[src/source/byp_pkg.sv]
`default_nettype none

package byp_pkg;

   ////////////////////////////////////////
   // datapath widths
   ////////////////////////////////////////
   localparam int DATA_W = 64;
   localparam int CHK_W  = 8;             // one even-parity bit per byte
   localparam int PC_W   = 48;
   localparam int IMM_W  = 32;
   localparam int Y_W    = 32;
   localparam int PR_W   = 8;

   typedef logic [DATA_W-1:0]       data_t;
   typedef logic [CHK_W+DATA_W-1:0] rf_word_t;  // check bits sit above data
   typedef logic [PC_W-1:0]         pc_t;
   typedef logic [IMM_W-1:0]        imm_t;

   ////////////////////////////////////////
   // select encodings
   ////////////////////////////////////////
   // operand forwarding source, other is pc for rs1 and imm for rs2
   typedef enum logic [2:0] {
      BYP_RF, BYP_E, BYP_M, BYP_W, BYP_LD, BYP_OTHER
   } byp_src_e;

   typedef enum logic [1:0] {
      RD_YREG, RD_PR, RD_VER, RD_ALU
   } rd_src_e;

   typedef enum logic [1:0] {
      WB_PIPE, WB_LOAD, WB_RESTORE
   } wb_src_e;

endpackage

`default_nettype wire

[src/source/byp_operand_decode.sv]
`timescale 1ns/1ps
`default_nettype none

module byp_operand_decode
   import byp_pkg::*;
(
   input  wire      clk,
   input  wire      rst_n,
   input  byp_src_e rs1_sel,
   input  byp_src_e rs2_sel,
   input  data_t    rf_rs1_data,
   input  data_t    rf_rs2_data,
   input  pc_t      pc_d,
   input  imm_t     imm_d,
   input  data_t    alu_rd_data_e,   // e stage result, not yet flopped
   input  data_t    rd_data_m,
   input  data_t    rd_data_w,
   input  data_t    load_data_g,     // raw fill data straight from lsu
   output data_t    rs1_data_e,
   output data_t    rs2_data_e
);

   data_t rs1_other_d;
   data_t rs2_other_d;
   data_t rs1_data_d;
   data_t rs2_data_d;

   // same forwarding network for both operands, only the other input differs
   function automatic data_t fwd_mux(byp_src_e sel, data_t rf, data_t other);
      case (sel)
         BYP_RF:    return rf;
         BYP_E:     return alu_rd_data_e;
         BYP_M:     return rd_data_m;
         BYP_W:     return rd_data_w;
         BYP_LD:    return load_data_g;
         BYP_OTHER: return other;
         default:   return rf;
      endcase
   endfunction

   assign rs1_other_d = {{(DATA_W-PC_W){pc_d[PC_W-1]}}, pc_d};      // sign-extended pc
   assign rs2_other_d = {{(DATA_W-IMM_W){imm_d[IMM_W-1]}}, imm_d};  // sign-extended imm

   always_comb begin
      rs1_data_d = fwd_mux(rs1_sel, rf_rs1_data, rs1_other_d);
      rs2_data_d = fwd_mux(rs2_sel, rf_rs2_data, rs2_other_d);
   end

   ////////////////////////////////////////
   // d-e operand registers
   ////////////////////////////////////////
   always_ff @(posedge clk or negedge rst_n) begin
      if (!rst_n) begin
         rs1_data_e <= '0;
         rs2_data_e <= '0;
      end else begin
         rs1_data_e <= rs1_data_d;
         rs2_data_e <= rs2_data_d;
      end
   end

endmodule

`default_nettype wire

[src/source/byp_execute.sv]
`timescale 1ns/1ps
`default_nettype none

module byp_execute
   import byp_pkg::*;
(
   input  wire              clk,
   input  wire              rst_n,
   input  byp_pkg::rd_src_e rd_src_e,
   input  logic [Y_W-1:0]   yreg_e,
   input  logic [PR_W-1:0]  pr_e,
   input  data_t            ver_e,          // version register, already 64 bits
   input  data_t            alu_rd_data_e,
   output data_t            rd_data_m,
   output data_t            wsr_data_m
);

   data_t rd_data_e;

   // rdsr/rdpr source select, narrow registers are zero-extended
   always_comb begin
      case (rd_src_e)
         RD_YREG: rd_data_e = {{(DATA_W-Y_W){1'b0}}, yreg_e};
         RD_PR:   rd_data_e = {{(DATA_W-PR_W){1'b0}}, pr_e};
         RD_VER:  rd_data_e = ver_e;
         default: rd_data_e = alu_rd_data_e;   // RD_ALU
      endcase
   end

   ////////////////////////////////////////
   // e-m result register
   ////////////////////////////////////////
   always_ff @(posedge clk or negedge rst_n) begin
      if (!rst_n) begin
         rd_data_m <= '0;
      end else begin
         rd_data_m <= rd_data_e;
      end
   end

   // wrsr takes its operand from the m stage result
   assign wsr_data_m = rd_data_m;

endmodule

`default_nettype wire

[src/source/byp_result.sv]
`timescale 1ns/1ps
`default_nettype none

module byp_result
   import byp_pkg::*;
(
   input  wire      clk,
   input  wire      rst_n,
   input  data_t    load_data_g,
   input  data_t    ldxa_data_g,     // alternate-space load return
   input  wire      ldxa_g,
   input  wire      restore_m,       // capture rd_data_m into the restore buffer
   input  wb_src_e  wb_sel_m,
   input  data_t    rd_data_m,
   output rf_word_t rd_word_w,
   output data_t    rd_data_w
);

   data_t            load_data_mux_g;
   data_t            load_data_g2;
   data_t            restore_data;
   data_t            wb_data_m;
   logic [CHK_W-1:0] wb_chk_m;

   // check bit i covers byte i, so each byte plus its bit has even parity
   function automatic logic [CHK_W-1:0] byte_parity(data_t d);
      logic [CHK_W-1:0] p;
      for (int i = 0; i < CHK_W; i++) begin
         p[i] = ^d[8*i +: 8];
      end
      return p;
   endfunction

   ////////////////////////////////////////
   // load return capture
   ////////////////////////////////////////
   assign load_data_mux_g = ldxa_g ? ldxa_data_g : load_data_g;

   always_ff @(posedge clk or negedge rst_n) begin
      if (!rst_n) begin
         load_data_g2 <= '0;
      end else begin
         load_data_g2 <= load_data_mux_g;
      end
   end

   // restore buffer holds until the next restore_m
   always_ff @(posedge clk or negedge rst_n) begin
      if (!rst_n) begin
         restore_data <= '0;
      end else if (restore_m) begin
         restore_data <= rd_data_m;
      end
   end

   ////////////////////////////////////////
   // writeback select and m-w register
   ////////////////////////////////////////
   always_comb begin
      case (wb_sel_m)
         WB_LOAD:    wb_data_m = load_data_g2;
         WB_RESTORE: wb_data_m = restore_data;
         default:    wb_data_m = rd_data_m;      // WB_PIPE
      endcase
   end

   assign wb_chk_m = byte_parity(wb_data_m);

   always_ff @(posedge clk or negedge rst_n) begin
      if (!rst_n) begin
         rd_word_w <= '0;
      end else begin
         rd_word_w <= {wb_chk_m, wb_data_m};
      end
   end

   assign rd_data_w = rd_word_w[DATA_W-1:0];   // w forwarding path, data only

endmodule

`default_nettype wire

[src/source/exu_bypass.sv]
`timescale 1ns/1ps
`default_nettype none

module exu_bypass
   import byp_pkg::*;
(
   input  wire              clk,
   input  wire              rst_n,
   // d stage operand inputs
   input  byp_src_e         rs1_sel,
   input  byp_src_e         rs2_sel,
   input  data_t            rf_rs1_data,
   input  data_t            rf_rs2_data,
   input  pc_t              pc_d,
   input  imm_t             imm_d,
   // e stage sources
   input  data_t            alu_rd_data_e,
   input  byp_pkg::rd_src_e rd_src_e,
   input  logic [Y_W-1:0]   yreg_e,
   input  logic [PR_W-1:0]  pr_e,
   input  data_t            ver_e,
   // load return and writeback control
   input  data_t            load_data_g,
   input  data_t            ldxa_data_g,
   input  wire              ldxa_g,
   input  wire              restore_m,
   input  wb_src_e          wb_sel_m,
   output data_t            rs1_data_e,
   output data_t            rs2_data_e,
   output data_t            wsr_data_m,
   output rf_word_t         rd_word_w
);

   data_t rd_data_m;   // m stage result, also forwarded to d
   data_t rd_data_w;

   byp_operand_decode u_operand_decode (
      .clk           (clk),
      .rst_n         (rst_n),
      .rs1_sel       (rs1_sel),
      .rs2_sel       (rs2_sel),
      .rf_rs1_data   (rf_rs1_data),
      .rf_rs2_data   (rf_rs2_data),
      .pc_d          (pc_d),
      .imm_d         (imm_d),
      .alu_rd_data_e (alu_rd_data_e),
      .rd_data_m     (rd_data_m),
      .rd_data_w     (rd_data_w),
      .load_data_g   (load_data_g),
      .rs1_data_e    (rs1_data_e),
      .rs2_data_e    (rs2_data_e)
   );

   byp_execute u_execute (
      .clk           (clk),
      .rst_n         (rst_n),
      .rd_src_e      (rd_src_e),
      .yreg_e        (yreg_e),
      .pr_e          (pr_e),
      .ver_e         (ver_e),
      .alu_rd_data_e (alu_rd_data_e),
      .rd_data_m     (rd_data_m),
      .wsr_data_m    (wsr_data_m)
   );

   byp_result u_result (
      .clk         (clk),
      .rst_n       (rst_n),
      .load_data_g (load_data_g),
      .ldxa_data_g (ldxa_data_g),
      .ldxa_g      (ldxa_g),
      .restore_m   (restore_m),
      .wb_sel_m    (wb_sel_m),
      .rd_data_m   (rd_data_m),
      .rd_word_w   (rd_word_w),
      .rd_data_w   (rd_data_w)
   );

endmodule

`default_nettype wire

[config.mk]
export PLATFORM = sky130hd
export DESIGN_NAME = exu_bypass
export DESIGN_NICKNAME = d
export VERILOG_FILES = /design/src/source/byp_pkg.sv /design/src/source/byp_operand_decode.sv /design/src/source/byp_execute.sv /design/src/source/byp_result.sv /design/src/source/exu_bypass.sv
export SDC_FILE = /design/constraint.sdc
export NUM_CORES = 1
export LEC_CHECK = 0
export BUFFER_PORTS_ARGS = -buffer_cell sky130_fd_sc_hd__buf_2
export CORE_AREA = 4 4 298 300
export DETAILED_ROUTE_END_ITERATION = 16
export DIE_AREA = 0 0 302 304
export PLACE_DENSITY_LB_ADDON = 0.25
export SLEW_MARGIN = 20
export SYNTH_ARGS = -nofsm -noshare
export SYNTH_HDL_FRONTEND = slang
export SYNTH_SLANG_ARGS = --single-unit
export TNS_END_PERCENT = 100
[constraint.sdc]
create_clock -name clk -period 1.4 [get_ports clk]
set_input_delay 0.42 -clock clk [delete_from_list [all_inputs] [get_ports clk]]
set_output_delay 0.42 -clock clk [all_outputs]
set_load 0.02 [all_outputs]
# Word level (Yosys, flattened, before mapping)
# Cells that the tools add are included.
totals:
  ff_bits: 392
  in_bits: 518
  output_inout_bits: 264
  wordCells: 34
classes:
  eq_ne: 14
  n_mux: 5
  n_reduce_logical: 9
op_table:
  columns: ["op", "count"]
  rows:
  - ["$pmux 64 s5", 2]
  - ["$pmux 64 s3", 1]
  - ["$pmux 64 s2", 1]
  - ["$mux 64", 1]
  - ["$reduce_xor 8->1", 8]
  - ["$eq 3x2->1 const B", 4]
  - ["$eq 3x3->1 const B", 4]
  - ["$eq 3x1->1 const B", 2]
  - ["$eq 2x1->1 const B", 2]
  - ["$eq 2x2->1 const B", 2]
  - ["$logic_not 2->1", 1]

# Depth between registers and ports, before layout
# Gate-level depths: netlist (run 1).
depth:
  word_depth: 3
  ltp_mapped: 10
  ltp_nobuf: 7

# By module
# From an unflattened synthesis (run 1), not the netlist that was laid out.
unflattened:
  cells_unflattened: 2011
  hier_area_um2: 21977.3
modules_own_cells:
  columns: ["module", "instances", "cells_per_inst", "area_each_um2"]
  rows:
  - ["byp_operand_decode", 1, 1060, 9564.2]
  - ["byp_result", 1, 686, 9043.7]
  - ["byp_execute", 1, 265, 3369.5]

# Worst setup path before layout (run 1)
# OpenSTA, ideal clock, no wires.
synth_timing:
  path_type: "input -> register"
  start: "input wb_sel_m[0]"
  end: "register u_result.rd_word_w[70]"
  setup_ns: 0.080
  arrival_ns: 1.712
  required_ns: 1.320
  path_slack_ns: -0.392
  cell_stages: 10
  n_path_buf: 3
  cell_sequence: "inv_1 -> ha_1 -> buf_4 -> buf_6 -> buf_6 -> nand2_1 -> o21ai_2 -> xnor2_1 -> xnor2_1 -> xnor2_1"
synth_between:
  elab_chain_cells: 3
synth_lines:
  columns: ["item", "line", "rtl"]
  rows:
  - ["start, declared", "exu_bypass.sv:27", "input wb_src_e wb_sel_m,"]
  - ["$eq 2x2->1 / $eq 2x1->1 (equally long branches)", "byp_result.sv:60", "case (wb_sel_m)"]
  - ["$pmux 64 s2 *", "byp_result.sv:60", null]
  - ["named net u_result.wb_data_m[50]", "byp_result.sv:22", "data_t wb_data_m;"]
  - ["$reduce_xor 8->1 *", "byp_result.sv:29", "p[i] = ^d[8*i +: 8];"]
  - ["named net u_result.wb_chk_m[6]", "byp_result.sv:23", "logic [CHK_W-1:0] wb_chk_m;"]
  - ["end signal, assigned", "byp_result.sv:73", "rd_word_w <= {wb_chk_m, wb_data_m};"]
  - ["end, declared", "byp_result.sv:15", "output rf_word_t rd_word_w,"]
# Mark *: on every way through the listed nets, which the timed path passes. The rest lies on a longest branch.
# A chain may end at the register's enable or synchronous reset.

# Worst setup path after layout (run 1)
layout_timing:
  start: "register u_execute.rd_data_m[32]"
  end: "output wsr_data_m[32]"
layout_lines:
  columns: ["item", "line", "rtl"]
  rows:
  - ["start, declared", "byp_execute.sv:14", "output data_t rd_data_m,"]
  - ["start signal, assigned", "byp_execute.sv:37", "rd_data_m <= rd_data_e;"]
  - ["end, declared", "exu_bypass.sv:30", "output data_t wsr_data_m,"]
# No word-level cell between the ends.

==> impl_metrics.json, run 1 <==
{
  "min_period_over_period_pct": 118,
  "critPathCaptureType": "output pin",
  "share_of_the_synthesized_area_in_compound_gates_ao_oa_aoi_oai_pct": 19.6,
  "worst_skew_pair.late_latency_ps": 590,
  "power_mw": 39.3,
  "cts_tree": "yes",
  "cts-buffers-inserted": 49,
  "post_synth_mux_area_share_pct": 12.6,
  "grt.total_usage_pct": 22.5,
  "post_synth_fa_ha_maj_area_fraction_pct": 0.124,
  "gr-total-overflow": 0,
  "htree_num_levels": 2,
  "synth_edf_count": 0,
  "first_global_vias": 21900,
  "number_of_storage_elements_in_the_synthesis_netlist": 392,
  "reg_power_share_pct": 34.6,
  "clkSlewWorstSetupHoldPaths_ps": 60,
  "worst_r2r_endpoint": "u_result.rd_word_w[71]",
  "tightest_slew_margin_relative_to_the_limit_pct": 71.7,
  "synth_common_cells": "392 x sky130_fd_sc_hd__dfrtp_1, 176 x sky130_fd_sc_hd__nor2_1, 167 x sky130_fd_sc_hd__a22oi_1, 164 x sky130_fd_sc_hd__nand2_1, 160 x sky130_fd_sc_hd__mux2_2",
  "timing.fmax_mhz": 606,
  "gpl.final_weighted_congestion": 0.893,
  "clock_sinks": 392,
  "final_net_count": 3593,
  "fp.dieArea_um2": 91800,
  "final-setup-viol-count": 268,
  "synth_simple_gate_area_share_pct": 11.5,
  "initialDrtViolationCount": 1211,
  "worst_clock_skew_ps": 13.9,
  "netlist_top_cells_area": "sky130_fd_sc_hd__dfrtp_1 49%, sky130_fd_sc_hd__mux2_2 9.0%, sky130_fd_sc_hd__a22oi_1 6.2%, sky130_fd_sc_hd__nor2b_1 3.4%, sky130_fd_sc_hd__a21oi_1 3.3%",
  "failed_checks": "setup timing",
  "r2r_slack_ps": -10,
  "syn-cell-area_um2": 20100,
  "worst_ep_arrival_time_ps": 1230,
  "setup.worst_path.class": "reg -> out",
  "synth_top_cell_by_area": "sky130_fd_sc_hd__dfrtp_1",
  "power_frac_comb_pct": 30.0,
  "placementRows": 108,
  "ant_nets": 0,
  "outcome": "complete, but fails checks",
  "vias": 20600,
  "cap_violations": 0,
  "yosys.cell_count.top_type": "sky130_fd_sc_hd__dfrtp_1",
  "hold_viol_final": 0,
  "slew_violations": 0,
  "wl_per_cell_um": 25.3,
  "io_buffer_count": 781,
  "critical_path.reg2reg.startpoint": "u_execute.rd_data_m[59]",
  "p_clk_share_pct": 35.4,
  "hp-class": "in -> reg",
  "synthesized_netlist_net_count": 2505,
  "min-delay-start": "ldxa_data_g[36]",
  "setup_slack_ps": -251,
  "vdd_drop_max_v": 0.00104,
  "clock_path_buffers": 3,
  "synth.lib_cells_used.distinct": 37,
  "capture_endpoint_of_the_worst_hold_path": "u_result.load_data_g2[36]",
  "post-synth-top-area-fraction_pct": 48.8,
  "finalHoldWorstSlack_ps": 41.4,
  "pwr_density_cell_nw_per_um2": 1160,
  "timing.final.crit_period_ps": 1650,
  "yosys_warnings": 0,
  "placeableCoreArea_um2": 86200,
  "detail_route.vias_per_cell": 4.81,
  "antenna_violations_before_repair": 15,
  "dominant_combinational_cell_family_by_area_after_synthesis": "compound AO/OA/AOI/OAI gates",
  "drive_above_1_share_pct": 55.7,
  "drc": 0,
  "ys_seq_area_share_pct": 48.8,
  "grt_pass1_wl_um": 153000,
  "power_switching_share_pct": 31.4,
  "grt_max_degree": 49,
  "chipHeight_um": 304,
  "critical_path.startpoint_type": "flop",
  "crit_required_ps": 980,
  "dp_hpwl_um": 80300,
  "drt_pre_antenna_iters": 8,
  "io-pin-count": 782,
  "timing.reg2reg.worst_path_depth": 7,
  "register_area_um2": 9880,
  "initial_core_util_pct": 23.3,
  "power_switching_mw": 12.3,
  "max_slew.worst_pin.slew_ps": 420,
  "total_leakage_power_nw": 15.4,
  "route.final.wire_length_um": 108000,
  "grt_setup_unrepaired": "true",
  "cts.root.buffer_cell": "sky130_fd_sc_hd__clkbuf_16",
  "synthFlopType": "sky130_fd_sc_hd__dfrtp_1",
  "dieWidth_um": 302,
  "multiInputGateArea_um2": 10500,
  "average_footprint_of_a_synthesized_cell_um2": 10.1,
  "netlist_instances": 1985,
  "synth_xor_xnor_area_share_pct": 2.44,
  "synthToLayoutAreaGrowth_pct": 67.9,
  "number_of_fillers_in_the_final_layout": 8655,
  "power_report.internal_total_mw": 27.0,
  "asyncSetResetFlopFracSynth_pct": 100,
  "timing.critical_path.fanout_max": 3,
  "worst_hold_path.num_cells": 3
}
## routing by layer
| layer | part of all wire (%) | up-vias | global-route usage [%] | routed length [um] |
|---|---|---|---|---|
| li1 | - | 9262 | - | - |
| met1 | 40 | 10200 | 27.8 | 43300 |
| met2 | 50 | 868 | 39.7 | 54300 |
| met3 | 6.4 | 192 | 4.10 | 6970 |
| met4 | 3.2 | 6 | 6.48 | 3480 |
| met5 | 0.029 | - | 0 | 31 |
## area by class of cell
class / instances / share of cell area [%]
flip-flops and latches: 392 / 29.3
well taps: 1155 / 4.28
repair buffers: 1202 / 29.7
inverters: 36 / 0.422
multi-input cells: 1392 / 31.1
clock inverters: 21 / 0.867
clock buffers: 70 / 4.32
diodes: 4 / 0.0296
## power by group through the flow
stage,registers (mW),logic [mW],clock network [mW]
floorplan,14.6,3.59,0
global placement,13.8,9.06,0
detailed placement,13.7,9.09,0
CTS,13.6,11.3,14.2
global route,13.7,12.5,14.7
finish,13.6,11.8,13.9
## sequential cells by signal, summed over array words and instances, names as in the netlist
signal and cells:
u_result.load_data_g2 64, u_operand_decode.rs2_data_e 64, u_operand_decode.rs1_data_e 64, u_result.rd_word_w 72, u_result.restore_data 64, u_execute.rd_data_m 64
## critical path, cell delays in order, from the launching register on
cell,delay [ps]
sky130_fd_sc_hd__dfrtp_1,390
sky130_fd_sc_hd__buf_6,140
sky130_fd_sc_hd__buf_6,120
## cells in the final DEF (no fill, tap or decap), types with 28 or more instances in the layout
cell type,instances
sky130_fd_sc_hd__a21oi_1,131
sky130_fd_sc_hd__a22oi_1,118
sky130_fd_sc_hd__a22oi_2,54
sky130_fd_sc_hd__a31oi_1,50
sky130_fd_sc_hd__buf_12,77
sky130_fd_sc_hd__buf_2,505
sky130_fd_sc_hd__buf_4,315
sky130_fd_sc_hd__buf_6,290
sky130_fd_sc_hd__clkbuf_16,55
sky130_fd_sc_hd__dfrtp_1,335
sky130_fd_sc_hd__dfrtp_2,57
sky130_fd_sc_hd__inv_1,34
sky130_fd_sc_hd__mux2_2,160
sky130_fd_sc_hd__mux2i_1,56
sky130_fd_sc_hd__nand2_1,129
sky130_fd_sc_hd__nand2b_1,41
sky130_fd_sc_hd__nor2_1,174
sky130_fd_sc_hd__nor2b_1,105
sky130_fd_sc_hd__o21ai_0,55
sky130_fd_sc_hd__o21ai_1,30
sky130_fd_sc_hd__o21ai_2,31
sky130_fd_sc_hd__o21ai_4,31
sky130_fd_sc_hd__o22ai_1,55
sky130_fd_sc_hd__xnor2_1,28
## logic make-up after synthesis
group                    count (synthesis)
multiplexers                           224
flip-flops                             392
XOR/XNOR                                56
buffers and inverters                  201
AO/OA/AOI/OAI                          606
adder cells (fa/ha/maj)                  2
AND/OR/NAND/NOR                        504
## metrics by stage
step	setup TNS (ps)	utilization, %	instances	setup slack [ps]	instance area (um^2)
2_1_floorplan	-7030	-	1985	-287	20800
3_3_place_gp	-68210	32.5	4026	-760	28000
3_5_place_dp	-72250	32.5	4026	-774	28000
4_1_cts	-50200	38.1	4239	-300	32800
5_1_grt	-49680	39.2	4270	-296	33800
6_report	-38310	39.2	4272	-251	33800
## timing repair
| item | 4_1_cts | 5_1_grt |
|---|---|---|
| setup buffers | 127 | 36 |
| gates cloned | 7 | 4 |
| pin swaps | 29 | 59 |
| hold buffers | 1 | 0 |
| gates resized for setup | 640 | 157 |
| hold endpoints to repair | 101 | 0 |
| setup endpoints to repair | 272 | 290 |
## worst max path at each step
stage	start	endpoint	slack, ps	cells past startpoint
2_1_floorplan	wb_sel_m[0]	u_result.rd_word_w[68]	-290	10
3_3_place_gp	wb_sel_m[0]	u_result.rd_word_w[69]	-760	10
3_5_place_dp	wb_sel_m[0]	u_result.rd_word_w[69]	-770	10
4_1_cts	u_result.rd_word_w[1]	rd_word_w[1]	-300	1
5_1_grt	u_execute.rd_data_m[32]	wsr_data_m[32]	-300	2
6_report	u_execute.rd_data_m[32]	wsr_data_m[32]	-250	2
No activity file was read; power rests on OpenSTA's default activity.
==> inputs of run 2 (changes only) <==
--- a/config.mk
+++ b/config.mk
@@ -5,7 +5,7 @@
 export SDC_FILE = /design/constraint.sdc
 export NUM_CORES = 1
 export LEC_CHECK = 0
-export BUFFER_PORTS_ARGS = -buffer_cell sky130_fd_sc_hd__buf_2
+export BUFFER_PORTS_ARGS = -buffer_cell sky130_fd_sc_hd__buf_4
 export CORE_AREA = 4 4 298 300
 export DETAILED_ROUTE_END_ITERATION = 16
 export DIE_AREA = 0 0 302 304
==> run 2 against run 1 <==
Compared with the run above: the flow still finishes with violations (setup timing); die area unchanged; clock skew up 6.3 ps; critical path depth unchanged; sequential power about the same; clock-buffer cell count is 3 higher; via count increased by 0.16%; setup slack got worse by 42 ps; largest cell class is now non-clock buffers; sequential share of layout area fell by 1.3 points.
==> impl_metrics.json, run 2 (same netlist as run 1, synthesis figures left out) <==
{
  "outcome": "complete, but fails checks",
  "failed_checks": "setup timing",
  "dieWidth_um": 302,
  "drc": 0,
  "worst_r2r_endpoint": "u_operand_decode.rs1_data_e[2]",
  "final-setup-viol-count": 274,
  "dp_hpwl_um": 82200,
  "multiInputGateArea_um2": 10400,
  "r2r_slack_ps": -30,
  "critical_path.reg2reg.startpoint": "u_result.rd_word_w[2]",
  "endpoint": "wsr_data_m[21]",
  "dpl_worst_slack_ps": -678,
  "antenna_violations_before_repair": 6,
  "met2WireLength_um": 55500,
  "total_leakage_power_nw": 16.1,
  "register_area_um2": 9890,
  "pwr_density_cell_nw_per_um2": 1090,
  "layout_common_cells": "841 x sky130_fd_sc_hd__buf_4, 329 x sky130_fd_sc_hd__dfrtp_1, 302 x sky130_fd_sc_hd__buf_6",
  "most_common_cell_after_layout_fill_and_taps_aside": "sky130_fd_sc_hd__buf_4",
  "grt_setup_unrepaired": "true",
  "initialDrtViolationCount": 1293,
  "clkSlewWorstSetupHoldPaths_ps": 60,
  "htree_num_levels": 2,
  "timing.fmax_mhz": 591,
  "met3RoutedLength_um": 7290,
  "detail_route.vias_per_cell": 4.77,
  "synthToLayoutAreaGrowth_pct": 75.7,
  "io_buffer_count": 781,
  "grt_pass1_wl_um": 152000,
  "setup_slack_ps": -293,
  "io-pin-count": 782,
  "register_with_the_most_flip_flops": "u_result.rd_word_w",
  "tightest_slew_margin_relative_to_the_limit_pct": 69.3,
  "critPathCaptureType": "output pin",
  "slowest_stage": "sky130_fd_sc_hd__dfrtp_1",
  "critical_path.startpoint_type": "flop",
  "slew_violations": 0,
  "ant_nets": 0,
  "placementRows": 108,
  "gpl.final_weighted_congestion": 0.880,
  "crit_required_ps": 980,
  "wl_per_cell_um": 25.6,
  "path_depth": 2,
  "cpMostUsedCell": "sky130_fd_sc_hd__buf_6",
  "cap_violations": 0,
  "hp-class": "in -> reg",
  "worst_clock_skew_ps": 20.2,
  "top_layer": "met5",
  "cts_tree": "yes",
  "number_of_fillers_in_the_final_layout": 8545,
  "final_net_count": 3644,
  "timing.critical_path.slowest_cell_delay_ps": 420,
  "worst_ep_arrival_time_ps": 1270,
  "path_buf_inv": 2,
  "drt_pre_antenna_iters": 6,
  "first_global_vias": 21900,
  "timing.final.crit_period_ps": 1690,
  "cts.root.buffer_cell": "sky130_fd_sc_hd__clkbuf_16",
  "vdd_drop_max_v": 0.000580,
  "grt_max_degree": 45,
  "setup.worst_path.class": "reg -> out",
  "largest_register_ffs": 72,
  "fp.dieArea_um2": 91800,
  "worstPathCellList": "buf_6, buf_6",
  "worst_skew_pair.late_latency_ps": 590,
  "setup.worst_path.start": "u_execute.rd_data_m[21]",
  "clock_sinks": 392,
  "m1WireLength_um": 44600,
  "max_slew.worst_pin.slew_ps": 461,
  "finalHoldWorstSlack_ps": 44.9,
  "cts-buffers-inserted": 50,
  "gr-total-overflow": 0,
  "drive_above_1_share_pct": 56.3,
  "min_period_over_period_pct": 121,
  "timing.reg2reg.worst_path_depth": 5,
  "vias": 20600,
  "hold_viol_final": 0,
  "chipHeight_um": 304,
  "placeableCoreArea_um2": 86200,
  "clock_path_buffers": 3,
  "critical-path-top-delay-family": "flip-flops",
  "initial_core_util_pct": 23.3,
  "timing.critical_path.fanout_max": 2,
  "grt.total_usage_pct": 22.4,
  "route.final.wire_length_um": 111000
}
==> run 2: cell types whose count changed in the layout (fill, tap and decap cells not counted), sizes merged <==
cell / previous run / this run
buf: 1197 / 1239
bufinv: 7 / 1
clkbuf: 74 / 83
clkinv: 11 / 12
clkinvlp: 2 / 1
diode: 4 / 2
dlygate4sd3: 1 / 3
inv: 37 / 36
==> run 2: where the power goes <==
group	leakage (nW)	switching (mW)	total, mW	internal, mW
Combinational	10.6	6.03	12.4	6.35
Clock	0.771	5.34	12.6	7.31
Sequential	4.71	0.939	13.6	12.7
Total	16.1	12.3	38.6	26.3
==> run 2: worst register-to-register path: cells and delay by family, from the launching register on <==
kind                   cells  cell delay (ps)
AO/OA/AOI/OAI              2              530
flip-flops                 1              410
buffers and inverters      2              330
AND/OR/NAND/NOR            1               40
==> run 2: final cells by class <==
type	count	share of cell area, %
Antenna cell	2	0.0142
Clock buffer	73	4.10
Clock inverter	14	0.308
Inverter	36	0.418
Multi-Input combinational cell	1392	29.4
Sequential cell	392	28.0
Tap cell	1155	4.09
Timing Repair Buffer	1252	33.7
==> run 2: metal layers <==
metal | GRT usage [%] | vias to the layer above
li1 | - | 9369
met1 | 27.2 | 10200
met2 | 40.0 | 822
met3 | 4.56 | 173
met4 | 6.45 | 8
met5 | 0 | -
==> run 2: timing repair <==
item	4_1_cts	5_1_grt
pin swaps	12	77
hold buffers	3	0
setup buffers	117	57
endpoints found under the hold margin	159	0
setup endpoints to repair	269	289
gates cloned	2	11
gates resized for setup	343	179
==> run 2: worst min-delay path by stage <==
stage / start / end / slack [ps] / cells past startpoint
floorplan: rst_n / u_execute.rd_data_m[0] / 120 / 0
global placement: rst_n / u_operand_decode.rs1_data_e[43] / 220 / 1
detailed placement: rst_n / u_operand_decode.rs1_data_e[43] / 210 / 1
CTS: ldxa_data_g[8] / u_result.load_data_g2[8] / 0.3 / 3
global route: ldxa_data_g[27] / u_result.load_data_g2[27] / 20 / 3
finish: ldxa_data_g[31] / u_result.load_data_g2[31] / 40 / 3
==> run 2: metrics by stage <==
stage          instances  power, mW  util, %  TNS (ps)  cell area [um^2]
2_1_floorplan       1985       18.2        -     -7030             20800
3_3_place_gp        4060       24.0     35.2    -61390             30300
6_report            4316       38.6     41.0    -37560             35300
3_5_place_dp        4060       24.0     35.2    -62040             30300
4_1_cts             4259       38.2     39.3    -49890             33900
5_1_grt             4315       40.3     41.0    -50790             35300
==> inputs of run 3 (changes only) <==
--- a/config.mk
+++ b/config.mk
@@ -5,10 +5,11 @@
 export SDC_FILE = /design/constraint.sdc
 export NUM_CORES = 1
 export LEC_CHECK = 0
+export ABC_AREA = 1
 export BUFFER_PORTS_ARGS = -buffer_cell sky130_fd_sc_hd__buf_4
-export CORE_AREA = 4 4 298 300
+export CORE_AREA = 4 4 300 302
 export DETAILED_ROUTE_END_ITERATION = 16
-export DIE_AREA = 0 0 302 304
+export DIE_AREA = 0 0 304 306
 export PLACE_DENSITY_LB_ADDON = 0.25
 export SLEW_MARGIN = 20
 export SYNTH_ARGS = -nofsm -noshare
==> run 3 against run 2 <==
Compared with the run above: the flow still finishes with violations (setup timing); area after synthesis is 0.94% higher; sequential power barely moved; clock-buffer cell count up 2; setup slack got worse by 30 ps; fmax down 1.7%; hold slack worse by 1.6 ps; global-route usage increased by 0.19 points; clock skew decreased by 9.5 ps; total power up 3.3%; final cell count increased by 17%.
==> impl_metrics.json, run 3 <==
{
  "worst_clock_skew_ps": 10.7,
  "timing.setup.tns_ps": -37430,
  "grt_pass1_wl_um": 159000,
  "post-synth-top-area-fraction_pct": 48.3,
  "timing.final.crit_period_ps": 1720,
  "dp_hpwl_um": 85700,
  "hp-class": "in -> reg",
  "final_net_count": 4382,
  "clock_sinks": 392,
  "htree_num_levels": 2,
  "gpl.final_weighted_congestion": 0.946,
  "io_buffer_count": 781,
  "gr-total-overflow": 0,
  "ant_nets": 0,
  "multiInputGateArea_um2": 9130,
  "synthesized_netlist_net_count": 3280,
  "setup.worst_path.class": "reg -> out",
  "clock_path_buffers": 3,
  "route.final.wire_length_um": 115000,
  "ys_seq_area_share_pct": 48.3,
  "setup_slack_ps": -323,
  "register_with_the_most_flip_flops": "u_result.rd_word_w",
  "placed_cell_area_um2": 29900,
  "outcome": "complete, but fails checks",
  "antenna_violations_before_repair": 6,
  "dpl_worst_slack_ps": -801,
  "detail_route.vias_per_cell": 4.69,
  "cts_tree": "yes",
  "first_global_vias": 24200,
  "worst_ep_arrival_time_ps": 1300,
  "hold_viol_final": 0,
  "io-pin-count": 782,
  "grt_setup_unrepaired": "true",
  "cts.root.buffer_cell": "sky130_fd_sc_hd__clkbuf_16",
  "pwr_density_cell_nw_per_um2": 1140,
  "initialDrtViolationCount": 1611,
  "max_slew.worst_pin.slew_ps": 466,
  "register_area_um2": 9830,
  "final-setup-viol-count": 271,
  "critical_path.startpoint_type": "flop",
  "power_mw": 39.9,
  "stdcell_area_um2": 35000,
  "worstPathCellList": "buf_6, buf_6",
  "synth_edf_count": 0,
  "post_layout_nonfiller_instances": 5067,
  "synthFlopType": "sky130_fd_sc_hd__dfrtp_1",
  "fp.dieArea_um2": 93000,
  "vdd_drop_max_v": 0.000657,
  "netlist_instances": 2760,
  "worst_skew_pair.late_latency_ps": 590,
  "tightest_slew_margin_relative_to_the_limit_pct": 68.9,
  "synthToLayoutAreaGrowth_pct": 72.1,
  "syn-cell-area_um2": 20300,
  "synth.lib_cells_used.distinct": 27,
  "drt_pre_antenna_iters": 5,
  "total_leakage_power_nw": 17.8,
  "placed_cells_incl_taps": 4815,
  "largest_register_ffs": 72,
  "most_common_cell_after_layout_fill_and_taps_aside": "sky130_fd_sc_hd__nand2_1",
  "synth_top_cell_by_area": "sky130_fd_sc_hd__dfrtp_1",
  "cpMostUsedCell": "sky130_fd_sc_hd__buf_6",
  "placeableCoreArea_um2": 87700,
  "chipHeight_um": 306,
  "timing.fmax_mhz": 580,
  "grt_max_degree": 70,
  "drc": 0,
  "number_of_fillers_in_the_final_layout": 9104,
  "clkSlewWorstSetupHoldPaths_ps": 60,
  "cap_violations": 0,
  "wl_per_cell_um": 22.8,
  "grt.total_usage_pct": 22.6,
  "yosys.cell_count.top_type": "sky130_fd_sc_hd__nand2_1",
  "layout_common_cells": "869 x sky130_fd_sc_hd__nand2_1, 801 x sky130_fd_sc_hd__buf_4, 376 x sky130_fd_sc_hd__dfrtp_1",
  "min_period_over_period_pct": 123,
  "placementRows": 109,
  "cts-buffers-inserted": 49,
  "number_of_storage_elements_in_the_synthesis_netlist": 392,
  "vias": 23800,
  "failed_checks": "setup timing",
  "netlist_top_cells_area": "sky130_fd_sc_hd__dfrtp_1 48%, sky130_fd_sc_hd__nand2_1 18%, sky130_fd_sc_hd__inv_1 6.3%, sky130_fd_sc_hd__o22ai_1 5.1%, sky130_fd_sc_hd__o21ai_0 4.5%",
  "post_route_core_utilization_pct": 39.9,
  "slowest_stage": "sky130_fd_sc_hd__dfrtp_1",
  "crit_required_ps": 980,
  "drive_above_1_share_pct": 38.2,
  "timing.critical_path.fanout_max": 2,
  "timing.critical_path.slowest_cell_delay_ps": 420,
  "initial_core_util_pct": 23.2,
  "asyncSetResetFlopFracSynth_pct": 100,
  "finalHoldWorstSlack_ps": 43.4,
  "slew_violations": 0,
  "dieWidth_um": 304,
  "synth_common_cells": "986 x sky130_fd_sc_hd__nand2_1, 392 x sky130_fd_sc_hd__dfrtp_1, 340 x sky130_fd_sc_hd__inv_1, 198 x sky130_fd_sc_hd__nor2_1, 181 x sky130_fd_sc_hd__o21ai_0",
  "yosys_warnings": 0,
  "critPathCaptureType": "output pin",
  "average_footprint_of_a_synthesized_cell_um2": 7.36
}
[run 3: power breakdown]
part | switching [mW] | internal, mW | leakage (nW) | total (mW)
combinational | 6.64 | 5.75 | 12.2 | 12.4
clock | 5.50 | 8.50 | 0.858 | 14.0
sequential | 0.907 | 12.6 | 4.77 | 13.5
[run 3: final cells by class]
class	count	share of cell area [%]
flip-flops and latches	392	28.1
diodes	1	0.00716
repair buffers	1201	32.6
inverters	353	3.93
well taps	1165	4.17
clock inverters	15	0.673
repair inverters	2	0.0644
clock buffers	75	4.31
multi-input cells	1863	26.1
[run 3: final timing paths]
kind	start	cells past startpoint	slack, ps	end
min in group asynchronous	rst_n	2	270	u_result.restore_data[7]
max in group asynchronous	rst_n	3	400	u_execute.rd_data_m[16]
max reg2reg	u_execute.rd_data_m[3]	10	-70	u_result.rd_word_w[64]
min reg2reg	u_result.restore_data[53]	2	520	u_result.restore_data[53]
min	rf_rs1_data[13]	3	40	u_operand_decode.rs1_data_e[13]
max	u_execute.rd_data_m[1]	2	-320	wsr_data_m[1]
[run 3: repair_timing]
item	4_1_cts	5_1_grt
pin swaps	1	75
gates cloned	1	19
setup endpoints to repair	272	275
resized for setup	298	212
hold buffers	22	0
setup buffers	83	41
hold endpoints to repair	176	0
[run 3: cell families after synthesis]
logic type | Yosys count | synth area share (%)
adders and majority gates | 2 | 0.123
and+or+nand+nor | 1290 | 24.7
xor gates and xnor gates | 2 | 0.0863
DFF | 392 | 48.3
buffers and inverters | 505 | 9.88
AOI/OAI and AO/OA | 569 | 16.9
[run 3: worst max-delay path, delay by kind of cell, from the launching register on]
kind,cells,cell delay (ps)
flops,1,420
buf+inv,2,290
[run 3: per-layer routing]
layer  up-vias  part of all wire [%]  global-route usage (%)
li1      11100                     -                       -
met4         2                   3.1                    7.22
met3       175                   6.2                    3.76
met1     11500                    43                    29.1
met2       962                    48                    38.8
met5         -                 0.011                       0
